<file path="src/vmem_pkg.sv">
// Virtual memory map package with entry layouts, address fields and walk helpers
`default_nettype none

package vmem_pkg;

   // ####################
   // Widths
   // ####################
   localparam int VADDR_W    = 24;
   localparam int PADDR_W    = 23;
   localparam int INDEX_W    = 10;
   localparam int BLOCK_W    = 5;
   localparam int PAGE_W     = 14;
   localparam int SPARE_W    = 8;
   localparam int OFFSET_W   = 9;
   localparam int WB_ADR_W   = 12;
   localparam int WB_DAT_W   = 32;
   localparam int WB_SEL_BIT = 11;                 // Set selects level 2, clear selects level 1

   typedef logic [VADDR_W-1:0] vaddr_t;
   typedef logic [PADDR_W-1:0] paddr_t;
   typedef logic [INDEX_W-1:0] map_index_t;

   // ####################
   // Map entries
   // ####################
   typedef struct packed {
      logic               valid;
      logic [BLOCK_W-1:0] l2_block;
   } l1_entry_t;

   typedef struct packed {
      logic               perm_read;
      logic               perm_write;
      logic [SPARE_W-1:0] spare;
      logic [PAGE_W-1:0]  phys_page;
   } l2_entry_t;                                   // Same layout as the 24-bit map word

   typedef struct packed {
      logic   valid;
      logic   write;
      vaddr_t vaddr;
   } xlate_req_t;

   typedef struct packed {
      logic   valid;
      logic   fault;
      paddr_t paddr;
   } xlate_rsp_t;

   function automatic map_index_t l1_index(input vaddr_t va);
      return va[VADDR_W-1 -: INDEX_W];             // Top ten bits of the address
   endfunction

   function automatic map_index_t l2_index(input logic [BLOCK_W-1:0] block, input vaddr_t va);
      return {block, va[OFFSET_W +: INDEX_W-BLOCK_W]};
   endfunction

   function automatic paddr_t phys_addr(input logic [PAGE_W-1:0] page, input vaddr_t va);
      return {page, va[OFFSET_W-1:0]};
   endfunction

endpackage

`default_nettype wire

</file>
<file path="src/vmem_wb_port.sv">
// Wishbone classic slave giving software port-B access to both map levels
`timescale 1ns/1ps
`default_nettype none

module vmem_wb_port
   import vmem_pkg::*;
(
   input  logic                clk_a,
   input  logic                reset,
   input  logic                cyc,
   input  logic                stb,
   input  logic                we,
   input  logic [WB_ADR_W-1:0] adr,
   input  logic [WB_DAT_W-1:0] dat_w,
   output logic [WB_DAT_W-1:0] dat_r,
   output logic                ack,
   output map_index_t          l1_address,
   output map_index_t          l2_address,
   output logic                l1_wren,
   output logic                l1_rden,
   output logic                l2_wren,
   output logic                l2_rden,
   output l1_entry_t           l1_data,
   output l2_entry_t           l2_data,
   input  l1_entry_t           l1_q,
   input  l2_entry_t           l2_q
);

   localparam int L1_W = $bits(l1_entry_t);
   localparam int L2_W = $bits(l2_entry_t);

   typedef enum logic [1:0] {st_idle, st_wait, st_ack} wb_state_t;

   wb_state_t state;
   logic      start;
   logic      sel_l2;

   assign start  = (state == st_idle) && cyc && stb;   // RAM access happens on this edge only
   assign sel_l2 = adr[WB_SEL_BIT];

   assign l1_address = adr[INDEX_W-1:0];
   assign l2_address = adr[INDEX_W-1:0];

   assign l1_wren = start && we && !sel_l2;
   assign l1_rden = start && !we && !sel_l2;
   assign l2_wren = start && we && sel_l2;
   assign l2_rden = start && !we && sel_l2;

   assign l1_data = dat_w[L1_W-1:0];
   assign l2_data = dat_w[L2_W-1:0];

   // Port B output is stable until the next bus access, so the mux can follow adr
   assign dat_r = sel_l2 ? {{(WB_DAT_W-L2_W){1'b0}}, l2_q} : {{(WB_DAT_W-L1_W){1'b0}}, l1_q};

   assign ack = (state == st_ack);

   // ####################
   // Transfer FSM
   // ####################
   always_ff @(posedge clk_a)
   begin
      if (reset)
      begin
         state <= st_idle;
      end
      else
      begin
         case (state)
            st_idle:
            begin
               if (cyc && stb)
               begin
                  state <= st_wait;                  // Write done or read data registered
               end
            end
            st_wait:
            begin
               state <= (cyc && stb) ? st_ack : st_idle;
            end
            st_ack:
            begin
               state <= st_idle;                     // Forces ack low between transfers
            end
            default:
            begin
               state <= st_idle;
            end
         endcase
      end
   end

endmodule

`default_nettype wire

</file>
<file path="config.mk">
export PLATFORM = sky130hd
export DESIGN_NAME = vmem_wb_port
export DESIGN_NICKNAME = d
export VERILOG_FILES = /design/src/vmem_pkg.sv /design/src/vmem_wb_port.sv
export SDC_FILE = /design/constraint.sdc
export NUM_CORES = 1
export LEC_CHECK = 0
export ABC_CLOCK_PERIOD_IN_PS = 2250
export BUFFER_PORTS_ARGS = -buffer_cell sky130_fd_sc_hd__clkbuf_2
export CAP_MARGIN = 25
export CORE_MARGIN = 5
export CORE_UTILIZATION = 26
export DETAILED_ROUTE_END_ITERATION = 10
export PLACE_DENSITY = 0.87
export SYNTH_ARGS = -nofsm -noshare
export SYNTH_HDL_FRONTEND = slang
export SYNTH_SLANG_ARGS = --single-unit
</file>
<file path="constraint.sdc">
create_clock -name clk_a -period 2.25 [get_ports clk_a]
set_input_delay 0.1125 -clock clk_a [delete_from_list [all_inputs] [get_ports clk_a]]
set_output_delay 0.1125 -clock clk_a [all_outputs]
set_load 0.01 [all_outputs]
</file>
==> flow_summary.yaml <==
layout:
  seq_area_sq_um: 40.0
  utilization: 0.245
  drive_above_1_share: 0.640
  reg_top3: "state x2"
  fin_nets: 192
  syn_to_final_growth_pct: -6.72
  top_register: "state"
  largest_reg_flops: 2
  instances_no_fill: 144
  fillers: 320
  multiInputGateArea_sq_um: 305
  diodes: 0
power_and_ir_drop:
  switching_share: 0.327
  p_int_w: 0.000152
  p_seq_frac: 0.166
  combPwrFrac: 0.485
  power.density_nw_per_um2: 310
  power.switching_w: 0.0000740
  vdd_drop_max_mv: 0.210
  clkPwrFrac: 0.348
  p_leak_nw: 0.423
run:
  cap_violations: 0
timing:
  fmax_mhz: 767
  fin_crit_ns: 1.30
  post-route-period-util: 0.579
  rsz0062_at_grt: "no"
  setup_viol: 0
  slew_viol_final: 0
  tns_ns: 0
  hold_viol: 0
  clock_skew_ns: 0.000718
synth:
  synthTopCellsByArea: "buf_4 56%, and2_1 14%, mux2_1 8.6%"
  yosysMostFrequentCell: "buf_4"
  yosys.area.top_type: "buf_4"
  ys_ff_latch: 2
  synth_top_area_frac: 0.557
  synth_common_cells: "58 x buf_4, 18 x and2_1, 6 x mux2_1"
  netlist_instances: 98
  syn_area_sq_um: 782
  async_flop_share: 0
  synth_edf_count: 0
  synth_ff_type: "dfxtp_1"
  ys_types: 15
  avgSynthCellArea_sq_um: 7.98
  yosysSeqAreaShare: 0.0512
  yosysWarnings: 0
cts:
  clkTransAtPathRegs_ns: 0.03
  cts_buffers: 3
  root_buffer: "clkbuf_4"
  cts_hold_buf: 0
  clock-sinks: 2
  clk-insertion-delay-late_ns: 0.22
  tritoncts: "built"
  clk_path_buf_depth: 2
  post_cts_resized: 0
  cts_setup_buffers: 0
  htreeDepth: 1
floorplanning:
  core_area_sq_um: 2980
  core.rowCount: 20
  die-area_sq_um: 4200
  ios: 166
  die_w_microns: 64.8
  die_h_microns: 64.8
  start_util: 0.263
outcome:
  status: "completed"
grt:
  grt_pass1_vias: 546
  overflow: 0
  antenna_found_initial: 0
  global_route.usage.met3: 0.0485
  grt_max_degree: 29
  gr-max-usage-layer: "met2"
  grt_usage: 0.0677
  met2_usage: 0.111
  grt_pass1_wl_mm: 2.26
  grtUsageMet1: 0.0571
detailed_routing:
  drcViolationCount: 0
  routed_via_density: 3.94
  routed_wl_mm: 1.51
  drtIter0Drc: 6
  ant_nets: 0
  dr.pass1.iters: 2
  wl_per_cell_microns: 10.5
  vias: 568
place:
  dp_hpwl_mm: 1.35
  port_buffers: 64
  place_inst: 141
  gp_congestion: 0.595
worst_hold_path:
  hp-class: "input pin to flip-flop"
setup_path:
  end_kind: "primary output"
  worstPathMaxFanout: 4
  worstSetupPathType: "flip-flop to primary output"
  worstPathRequired_ns: 2.14
  r2r_slack_ns: 1.56
  cp.arrival_ns: 1.19
  worstSetupStartpointType: "flip-flop"
## path summary, 6_finish.rpt
path | endpoint | from | cells after the start
max | l1_wren | state[1]$_SDFFE_PP0P_ | 3
min | state[0]$_SDFFE_PP0P_ | reset | 2
max reg2reg | state[1]$_SDFFE_PP0P_ | state[1]$_SDFFE_PP0P_ | 1
min reg2reg | state[0]$_SDFFE_PP0P_ | state[1]$_SDFFE_PP0P_ | 1
## power by group through the flow
stage          registers (W)  clock network, W  logic, W
2_1_floorplan      0.0000377                 0  0.000159
3_3_place_gp       0.0000379                 0  0.000110
3_5_place_dp       0.0000380                 0  0.000111
4_1_cts            0.0000375         0.0000851  0.000111
5_1_grt            0.0000378         0.0000907  0.000122
6_report           0.0000376         0.0000788  0.000110
## placed cells by master, fill, tap and decap left out
master      n
nand4bb_4   1
nor2b_1     1
nor4b_1     1
nor2_1      1
clkbuf_4    3
nor3_2      1
dfxtp_1     2
nor3b_2     2
conb_1      8
mux2_1      6
nor4_1      1
clkbuf_2   64
and2_1     18
nand2_1     2
## per-layer routing
| layer | vias to the layer above | wire, microns |
|---|---|---|
| met3 | 8 | 388 |
| met5 | - | 0 |
| met4 | 0 | 32 |
| met1 | 236 | 431 |
| met2 | 58 | 659 |
| li1 | 266 | - |
## kinds of logic after synthesis
kind of cell | share of synthesized area
other | 0.00480
DFF | 0.0512
buffers and inverters | 0.592
muxes | 0.0864
and+or+nand+nor | 0.266
## worst max-delay path, stage by stage, from the launching register on
cell       delay [ns]
dfxtp_1          0.32
nand4bb_4        0.27
nor3b_2          0.22
clkbuf_2         0.16
## final cells by class
| class | count | area share |
|---|---|---|
| repair buffers | 64 | 0.439 |
| multi-input cells | 42 | 0.419 |
| well taps | 33 | 0.0566 |
| flip-flops and latches | 2 | 0.0549 |
| clock buffers | 3 | 0.0309 |
## metrics by stage
| step | setup WS, ns | cell area (sq um) | total power, W | hold slack, ns |
|---|---|---|---|---|
| 2_1_floorplan | 1.32 | 808 | 0.000197 | 0.190 |
| 3_3_place_gp | 1.17 | 707 | 0.000147 | 0.225 |
| 3_5_place_dp | 1.15 | 707 | 0.000149 | 0.225 |
| 4_1_cts | 0.930 | 729 | 0.000234 | 0.0596 |
| 5_1_grt | 0.843 | 729 | 0.000251 | 0.0558 |
| 6_report | 0.947 | 729 | 0.000226 | 0.0693 |
(Power assumes the default switching activity.)
