--- config.mk ---
export PLATFORM = sky130hd
export DESIGN_NAME = vmem_translate
export DESIGN_NICKNAME = d
export VERILOG_FILES = /design/src/vmem_pkg.sv /design/src/vmem_translate.sv
export SDC_FILE = /design/constraint.sdc
export NUM_CORES = 1
export LEC_CHECK = 0
export BUFFER_PORTS_ARGS = -buffer_cell sky130_fd_sc_hd__buf_2
export CORE_AREA = 2 2 61 77
export CTS_CLUSTER_DIAMETER = 60
export DETAILED_ROUTE_END_ITERATION = 7
export DIE_AREA = 0 0 63 79
export PLACE_DENSITY = 0.79
export SKIP_LAST_GASP = 1
export SLEW_MARGIN = 10
export SYNTH_ARGS = -nofsm -noshare
export SYNTH_HDL_FRONTEND = slang
export SYNTH_SLANG_ARGS = --single-unit
--- constraint.sdc ---
create_clock -name clk_a -period 4.1 [get_ports clk_a]
set_input_delay 0.205 -clock clk_a [delete_from_list [all_inputs] [get_ports clk_a]]
set_output_delay 0.205 -clock clk_a [all_outputs]
set_load 0.1 [all_outputs]
--- src/vmem_pkg.sv ---
// Virtual memory map package with entry layouts, address fields and walk helpers
`default_nettype none

package vmem_pkg;

   // ####################
   // Widths
   // ####################
   localparam int VADDR_W    = 24;
   localparam int PADDR_W    = 23;
   localparam int INDEX_W    = 10;
   localparam int BLOCK_W    = 5;
   localparam int PAGE_W     = 14;
   localparam int SPARE_W    = 8;
   localparam int OFFSET_W   = 9;
   localparam int WB_ADR_W   = 12;
   localparam int WB_DAT_W   = 32;
   localparam int WB_SEL_BIT = 11;                 // Set selects level 2, clear selects level 1

   typedef logic [VADDR_W-1:0] vaddr_t;
   typedef logic [PADDR_W-1:0] paddr_t;
   typedef logic [INDEX_W-1:0] map_index_t;

   // ####################
   // Map entries
   // ####################
   typedef struct packed {
      logic               valid;
      logic [BLOCK_W-1:0] l2_block;
   } l1_entry_t;

   typedef struct packed {
      logic               perm_read;
      logic               perm_write;
      logic [SPARE_W-1:0] spare;
      logic [PAGE_W-1:0]  phys_page;
   } l2_entry_t;                                   // Same layout as the 24-bit map word

   typedef struct packed {
      logic   valid;
      logic   write;
      vaddr_t vaddr;
   } xlate_req_t;

   typedef struct packed {
      logic   valid;
      logic   fault;
      paddr_t paddr;
   } xlate_rsp_t;

   function automatic map_index_t l1_index(input vaddr_t va);
      return va[VADDR_W-1 -: INDEX_W];             // Top ten bits of the address
   endfunction

   function automatic map_index_t l2_index(input logic [BLOCK_W-1:0] block, input vaddr_t va);
      return {block, va[OFFSET_W +: INDEX_W-BLOCK_W]};
   endfunction

   function automatic paddr_t phys_addr(input logic [PAGE_W-1:0] page, input vaddr_t va);
      return {page, va[OFFSET_W-1:0]};
   endfunction

endpackage

`default_nettype wire

--- src/vmem_translate.sv ---
// Three-stage translator walking the level-1 and level-2 maps through port A
`timescale 1ns/1ps
`default_nettype none

module vmem_translate
   import vmem_pkg::*;
(
   input  logic       clk_a,
   input  logic       reset,
   input  xlate_req_t req,
   output xlate_rsp_t rsp,
   output map_index_t l1_address,
   output map_index_t l2_address,
   output logic       l1_rden,
   output logic       l2_rden,
   input  l1_entry_t  l1_q,
   input  l2_entry_t  l2_q
);

   xlate_req_t s1;                                 // Request beside the level-1 read
   xlate_req_t s2;                                 // Request beside the level-2 read
   logic       s2_l1_valid;
   logic       perm_ok;
   logic       fault;

   // ####################
   // Level-1 lookup
   // ####################
   assign l1_address = l1_index(req.vaddr);
   assign l1_rden    = req.valid;

   always_ff @(posedge clk_a)
   begin
      if (reset)
      begin
         s1.valid <= 1'b0;
      end
      else
      begin
         s1 <= req;
      end
   end

   // ####################
   // Level-2 lookup
   // ####################
   assign l2_address = l2_index(l1_q.l2_block, s1.vaddr);
   assign l2_rden    = s1.valid;

   always_ff @(posedge clk_a)
   begin
      if (reset)
      begin
         s2.valid <= 1'b0;
      end
      else
      begin
         s2          <= s1;
         s2_l1_valid <= l1_q.valid;                // Level-1 result rides along for the fault
      end
   end

   // ####################
   // Response
   // ####################
   assign perm_ok = s2.write ? l2_q.perm_write : l2_q.perm_read;
   assign fault   = !s2_l1_valid || !perm_ok;

   always_ff @(posedge clk_a)
   begin
      if (reset)
      begin
         rsp.valid <= 1'b0;
         rsp.fault <= 1'b0;
      end
      else
      begin
         rsp.valid <= s2.valid;
         rsp.fault <= s2.valid && fault;
         rsp.paddr <= fault ? '0 : phys_addr(l2_q.phys_page, s2.vaddr);
      end
   end

endmodule

`default_nettype wire

==> implementation parameters, run 1 <==
Parameter                              Value

Synth
  Share of the synthesized area in compound gates (AO/OA/AOI/OAI) ... 0.388%
  Dominant combinational cell family by area after synthesis ... buffers and inverters
  Mapped Avg Cell Area ... about 18 µm²
  Synthesized cell area ... 0.00193 mm²
  Area share of and/or/nand/nor cells after synthesis ... between 8 and 9%
  Fraction of the yosys area taken by sequential cells ... 80.3%
  Adder and majority gate portion of the synthesized area ... 0%
  Nets in the synthesized netlist ... 165
  Number of library cell types mapped by synthesis ... 11
  Parity-gate share of the synthesized area counting xor and xnor cells ... 0%
  Post-synthesis mux area share ... 0.777%
  Register bit total from synthesis ... 53
  Yosys synthesis warning count ... 0
  Gate count after technology mapping ... roughly 110

Timing
  Min cycle time layout ... 1310 ps
  Setup tns final ... 0 ps
  Part of the cycle the worst path needs ... around a third
  Worst-case headroom to the max-slew limit ... 36.7%
  Fmax achieved ... 0.766 GHz
  Final count of hold timing violations ... 0
  Setup repair after global routing missed its margin ... no
  Transition time at the pin with the least slew margin ... 949 ps
  Max-slew violation count ... 0
  Clock Skews ... 8.96 ps
  # setup viols final ... 0

Clock network
  Clock Latency Late Sink ... 300 ps
  Post-CTS setup buffer count ... 0
  Number of H-tree branching levels ... 2
  Clock slew seen by the registers of the worst setup and hold paths ... 90 ps
  Clock tree from TritonCTS ... done
  Clock Sink Count ... 53
  Total of hold buffers inserted after clock tree synthesis ... 0
  Number of buffers created by CTS ... 5
  Buffer levels on the longest clock path ... 2
  CTS root buffer ... clkbuf_8
  Post-cts repair resize count ... 0

Global route
  GR peak layer ... met2
  Met2 usage ... 21.0%
  Remaining Overflow, GRT ... 0
  Antenna violations before repair ... 0
  Global-route total usage across every layer ... 12.4%
  Wire length of the first global-routing pass ... 4530 µm
  Global routing usage on met3 ... 7.08%
  Met1 routing resource usage after global routing ... around 13%
  Via count of the first global-routing pass ... 1,004
  Maximum number of pins on one net before global-route repair ... 50

Critical path
  Launching element type of the critical path ... register
  Critical Path Sink Type ... register
  Reg2reg start ... s2[24]
  Setup slack, reg-to-reg ... 2790 ps
  Required arrival time at the worst endpoint ... 4160 ps
  Maximum fanout along the worst path ... 24
  Crit Path Category ... register to register
  Critical Path Max Stage Delay ... 410 ps
  Critical path cell sequence ... mux2_4 > and3_2
  Crit path buf inv count ... 0
  End of the worst register-to-register path ... rsp[13]
  Top cell family by delay on the critical path ... flip-flops
  Highest-delay cell along the critical path ... edfxtp_1
  Cells on worst reg2reg path ... 2
  Arrival time of the worst setup path ... 1370 ps

Finish
  Number of fillers in the final layout ... 374
  Final #Nets ... 213
  Util after Layout ... 52.8%
  Post-route insts no fill ... 214
  Relative area change from synthesis to final layout ... 17.1%
  Fraction of final layout cells with drive strength greater than 1 ... 51.3%
  Ant. Diodes ... 0
  Post-Layout Inst Area ... about 0.0023 mm²

Job
  Max-cap check violation count ... 0

Die
  Placeable core region ... between 0.004 and 0.005 mm²
  Height of the die ... between 70 and 80 µm
  Die footprint ... 0.00498 mm²
  Ports placed on the boundary ... 105
  Initial Utilization ... between 40 and 50%
  Horizontal die dimension ... 63 µm
  Row count ... 27

Route
  Iter 0 DRT Violations ... 16
  Routed wirelength normalized by instance count ... 13.8 µm
  Post-detailed-routing wire length ... 2960 µm
  Count of unresolved DRC violations after routing ... 0
  First drt pass iteration count ... 4
  Via-per-instance ratio ... roughly 4.5
  Routed via count ... 958
  Post-route ant nets ... 0

Place
  Count of placed standard cells including taps ... 206
  IO buf count ... between 60 and 70
  Final Wtd Congestion ... 0.648
  Placed cell area ... 0.00215 mm²

Min path
  WHS Path Cells ... 1
  Source of the worst hold timing path ... req[8]
  Hold/Removal Path Class ... input port to register
  Worst min-delay path endpoint ... s1[8]

Power
  Static leakage ... 0.997 nW
  Power per cell area ... between 500 and 600 mW/mm²
  Max VDD drop ... 0.000322 V

Status
  Status ... finished, final reports clean
==> layout by cell type, fill, tap and decap left out <==
cell type and count:
clkbuf_8 5, dfxtp_1 4, clkinv_4 1, mux2_4 1, and3_1 19, clkinvlp_4 1, edfxtp_1 49, a21boi_1 1
bufinv_16 1, inv_2 1, and3_2 4, buf_2 66, nor2b_1 3
==> cells in the mapped netlist <==
| library cell | instances | share of area [%] |
|---|---|---|
| a21boi_1 | 1 | 0.39 |
| buf_4 | 21 | 8.2 |
| dfxtp_1 | 4 | 4.1 |
| inv_1 | 1 | 0.19 |
| buf_6 | 2 | 1.2 |
| and3_1 | 19 | 6.1 |
| clkbuf_1 | 2 | 0.39 |
| edfxtp_1 | 49 | 76 |
| mux2_4 | 1 | 0.78 |
| and3_2 | 4 | 1.6 |
| nor2b_1 | 3 | 0.97 |
==> cells by family after synthesis <==
| family | count (synthesis) |
|---|---|
| compound gates | 1 |
| buf+inv | 26 |
| simple gates | 26 |
| mux | 1 |
| flops | 53 |
==> flip-flops by register name, indices dropped and copies added (netlist names) <==
signal / cells
rsp: 25
s2: 11
s1: 10
l2_address: 5
l2_rden: 1
s2_l1_valid: 1
==> power breakdown <==
group	switching, mW	internal [mW]	leakage (nW)	total (mW)
clock	0.159	0.182	0.0543	0.342
sequential	0.0116	0.631	0.521	0.643
combinational	0.174	0.0328	0.421	0.207
==> worst reg2reg max path: stages, from the launching register on <==
cell      delay, ps
edfxtp_1        410
mux2_4          410
and3_2          250
==> routing by layer <==
metal | vias up | share of wire (%)
met2 | 58 | 50
met4 | 0 | 1.4
met3 | 6 | 12
met1 | 429 | 36
li1 | 465 | -
met5 | - | 0
==> worst max-delay path by stage <==
stage	from	to	slack, ps	depth (start not counted)
2_1_floorplan	reset	l2_address[0]	2540	1
3_3_place_gp	reset	rsp[2]	2720	2
3_5_place_dp	reset	l2_address[1]	2650	2
4_1_cts	s2[24]	rsp[13]	2790	2
5_1_grt	s2[24]	rsp[13]	2750	2
6_report	s2[24]	rsp[13]	2790	2
==> stage by stage <==
stage	setup WS [ps]	total power, mW	hold WS [ps]
floorplan	2540	0.901	277
global placement	2720	0.861	382
detailed placement	2650	0.865	384
CTS	2790	1.21	60.1
global route	2750	1.24	45.9
finish	2790	1.19	69.3
==> final cells by class <==
| cell class | instances | area (µm²) | share of cell area [%] |
|---|---|---|---|
| sequential | 53 | 1550 | 68.5 |
| timing repair buffer | 66 | 330 | 14.6 |
| multi-input combinational | 28 | 190 | 8.40 |
| tap | 58 | 72.6 | 3.21 |
| clock buffer | 5 | 68.8 | 3.04 |
| clock inverter | 3 | 46.3 | 2.05 |
| inverter | 1 | 3.75 | 0.166 |
(Power assumes the default switching activity.)
==> run 2, diff against run 1 <==
- CORE_AREA: 2 2 61 77 -> 2 2 66 84
- DIE_AREA: 0 0 63 79 -> 0 0 68 86
- PLACE_DENSITY: 0.79 -> 0.71
- clock period: 4.1 -> 1.2 ns (I/O delays scaled with it)
==> run 2 against run 1 <==
The run now ends with negative setup slack left; setup slack got worse by 2900 ps; sequential power rose to 3.4 times the previous value; combinational power rose to 3.8 times the previous value; die area up 18%; sequential cell count is the same; critical path depth unchanged; largest cell class unchanged; largest power group unchanged.
==> implementation parameters, run 2 (synthesized netlist as in run 1, its figures left out) <==
Parameter                              Value

Die
  Placeable core region ... 0.00501 mm² (was 0.00429 mm²)
  Horizontal die dimension ... 68 µm (was 63 µm)
  Row count ... 29 (was 27)
  Initial Utilization ... 38.6% (was 45.1%)
  Ports placed on the boundary ... 105 (unchanged)
  Die footprint ... 0.00585 mm² (was 0.00498 mm²)
  Height of the die ... 86 µm (was 79 µm)

Power
  Internal power ... 2.74 mW (was 0.847 mW)
  Net switching fraction of the power ... 30.3% (was 28.9%)
  Max VDD drop ... 0.000914 V (was 0.000322 V)
  Proportion of power drawn by the clock network ... 23.8% (was 28.7%)
  Power per cell area ... 1560 mW/mm² (was 526 mW/mm²)
  Static leakage ... 1.09 nW (was 0.997 nW)
  Combinational group share of total power ... 20.3% (was 17.4%)
  Sequential share of power ... 56.0% (was 54.0%)
  Net switching component of the power ... 1.19 mW (was 0.345 mW)

Clock network
  Buffer levels on the longest clock path ... 2 (unchanged)
  Clock Sink Count ... 53 (unchanged)
  Clock Latency Late Sink ... 300 ps (about the same)
  Number of buffers created by CTS ... 5 (unchanged)
  CTS root buffer ... clkbuf_8 (unchanged)
  Clock tree from TritonCTS ... done (unchanged)
  Number of H-tree branching levels ... 2 (unchanged)
  Clock slew seen by the registers of the worst setup and hold paths ... 90 ps (about the same)

Critical path
  Arrival time of the worst setup path ... 1340 ps (was 1370 ps)
  Setup slack, reg-to-reg ... -80 ps (was 2790 ps)
  Cells on worst reg2reg path ... 2 (unchanged)
  Crit Path Category ... register to register (unchanged)
  Critical Path Sink Type ... register (unchanged)
  Critical path cell sequence ... mux2_4 > and3_4 (was mux2_4 > and3_2)
  Required arrival time at the worst endpoint ... 1260 ps (was 4160 ps)
  End of the worst register-to-register path ... rsp[15] (was rsp[13])
  Reg2reg start ... s2[24] (unchanged)
  Launching element type of the critical path ... register (unchanged)
  Top cell family by delay on the critical path ... flip-flops (unchanged)
  Timing startpoint of the critical path ... s2[24] (unchanged)
  Critical Path Max Stage Delay ... 480 ps (was 410 ps)
  Maximum fanout along the worst path ... 6 (was 24)
  Highest-delay cell along the critical path ... edfxtp_1 (unchanged)
  Crit path buf inv count ... 0 (unchanged)

Timing
  Setup slack after layout ... -76.7 ps (was 2790 ps)
  Setup repair after global routing missed its margin ... yes (was no)
  # setup viols final ... 24 (was 0)
  Min cycle time layout ... 1280 ps (was 1310 ps)
  Part of the cycle the worst path needs ... 106% (was 31.8%)
  Fmax achieved ... 0.783 GHz (was 0.766 GHz)
  Clock Skews ... 1.97 ps (was 8.96 ps)
  Transition time at the pin with the least slew margin ... 613 ps (was 949 ps)
  Setup tns final ... -1420 ps (was 0 ps)
  Max-slew violation count ... 0 (unchanged)
  Worst-case headroom to the max-slew limit ... 59.1% (was 36.7%)
  Final count of hold timing violations ... 0 (unchanged)

Route
  Count of unresolved DRC violations after routing ... 0 (unchanged)
  First drt pass iteration count ... 5 (was 4)
  Routed via count ... 1,063 (was 958)
  Iter 0 DRT Violations ... 66 (was 16)
  Routed wirelength normalized by instance count ... 13.7 µm (was 13.8 µm)
  Post-detailed-routing wire length ... 3300 µm (was 2960 µm)
  Post-route ant nets ... 0 (unchanged)
  Via-per-instance ratio ... 4.41 (was 4.48)

Finish
  Register ranked first by flip-flop count ... rsp (unchanged)
  Fraction of final layout cells with drive strength greater than 1 ... 48.6% (was 51.3%)
  Final #Nets ... 236 (was 213)
  Number of fillers in the final layout ... 419 (was 374)
  Commonest non-fill, non-tap cells in the layout ... 65 x buf_2, 49 x edfxtp_1, 18 x dlygate4sd3_1 (was 66 x buf_2, 49 x edfxtp_1, 19 x and3_1)
  Max reg flops ... 25 (unchanged)
  Relative area change from synthesis to final layout ... 30.2% (was 17.1%)
  Top flop regs ... rsp: 25 flops, s2: 11 flops, s1: 10 flops (unchanged)
  Leading cell type in the layout, fill and taps excluded ... buf_2 (unchanged)
  Util after Layout ... 50.2% (was 52.8%)
  Ant. Diodes ... 0 (unchanged)
  Post-Layout Inst Area ... 0.00252 mm² (was 0.00226 mm²)

Global route
  Antenna violations before repair ... 0 (unchanged)
  Via count of the first global-routing pass ... 1,017 (was 1,004)
  Maximum number of pins on one net before global-route repair ... 30 (was 50)
  Global-route total usage across every layer ... 11.8% (was 12.4%)
  Wire length of the first global-routing pass ... 4890 µm (was 4530 µm)
  Remaining Overflow, GRT ... 0 (unchanged)

Min path
  Source of the worst hold timing path ... l2_q[10] (was req[8])
  WHS Path Cells ... 2 (was 1)
  Hold/Removal Path Class ... input port to register (unchanged)
  Worst min-delay path endpoint ... rsp[19] (was s1[8])

Status
  Failing checks ... negative setup slack
  Status ... finished, violations left (was finished, final reports clean)

Place
  Final Wtd Congestion ... 0.693 (was 0.648)
  Placed cell area ... 0.00218 mm² (was 0.00215 mm²)
  IO buf count ... 66 (unchanged)

Job
  Max-cap check violation count ... 0 (unchanged)
-- run 2: cell types whose count changed in the layout (fill, tap and decap cells not counted), sizes merged --
cell	before	now
clkinvlp	1	2
clkinv	1	2
mux2	1	3
inv	1	0
buf	66	68
dlygate4sd3	0	18
bufinv	1	0
clkbuf	5	6
-- run 2: final cells by class --
cell class	instances	area, µm²	area share, %
Sequential cell	53	1550	61.7
Timing Repair Buffer	87	548	21.8
Multi-Input combinational cell	30	245	9.75
Tap cell	62	77.6	3.08
Clock buffer	5	68.8	2.73
Clock inverter	3	17.5	0.696
Inverter	1	7.51	0.298
-- run 2: stage by stage --
step	hold WS (ps)	instances	total power, mW	setup slack (ps)
floorplan	132	107	3.08	-2.49
global placement	121	212	2.96	-50.8
detailed placement	121	212	2.97	-64.5
CTS	60.4	242	3.97	-63.4
global route	57.0	241	4.08	-118
finish	71.9	241	3.93	-76.7
-- run 2: worst max path at each step --
| stage | to | slack, ps | cells after the start |
|---|---|---|---|
| after global routing | rsp[9] | -120 | 2 |
| after global placement | rsp[13] | -50 | 2 |
| final | rsp[15] | -80 | 2 |
| after CTS | rsp[6] | -60 | 2 |
| after floorplan | rsp[16] | -2 | 3 |
| after detailed placement | rsp[12] | -60 | 2 |
-- run 2: power by group through the flow --
stage	combinational, mW	clock (mW)	sequential, mW
floorplan	0.458	0	2.62
global placement	0.721	0	2.24
detailed placement	0.726	0	2.24
CTS	0.798	0.969	2.20
global route	0.827	1.04	2.22
finish	0.796	0.934	2.20
-- run 2: worst reg2reg max path, cell delays in order (launching register included) --
cell      delay (ps)
edfxtp_1         480
mux2_4           380
and3_4           180
-- run 2: repair_timing --
action	CTS	global route
gates cloned	2	0
hold buffers	19	0
buffers inserted	1	0
resized for setup	6	3
endpoints found under the hold margin	19	0
setup endpoints to repair	23	26
-- run 2: routing by layer --
metal | GRT usage, % | up-vias | share of wire [%]
met4 | 4.73 | 0 | 1.7
met5 | 0 | - | 0
met2 | 17.5 | 58 | 47
li1 | - | 516 | -
met3 | 5.64 | 11 | 9.0
met1 | 14.8 | 478 | 42
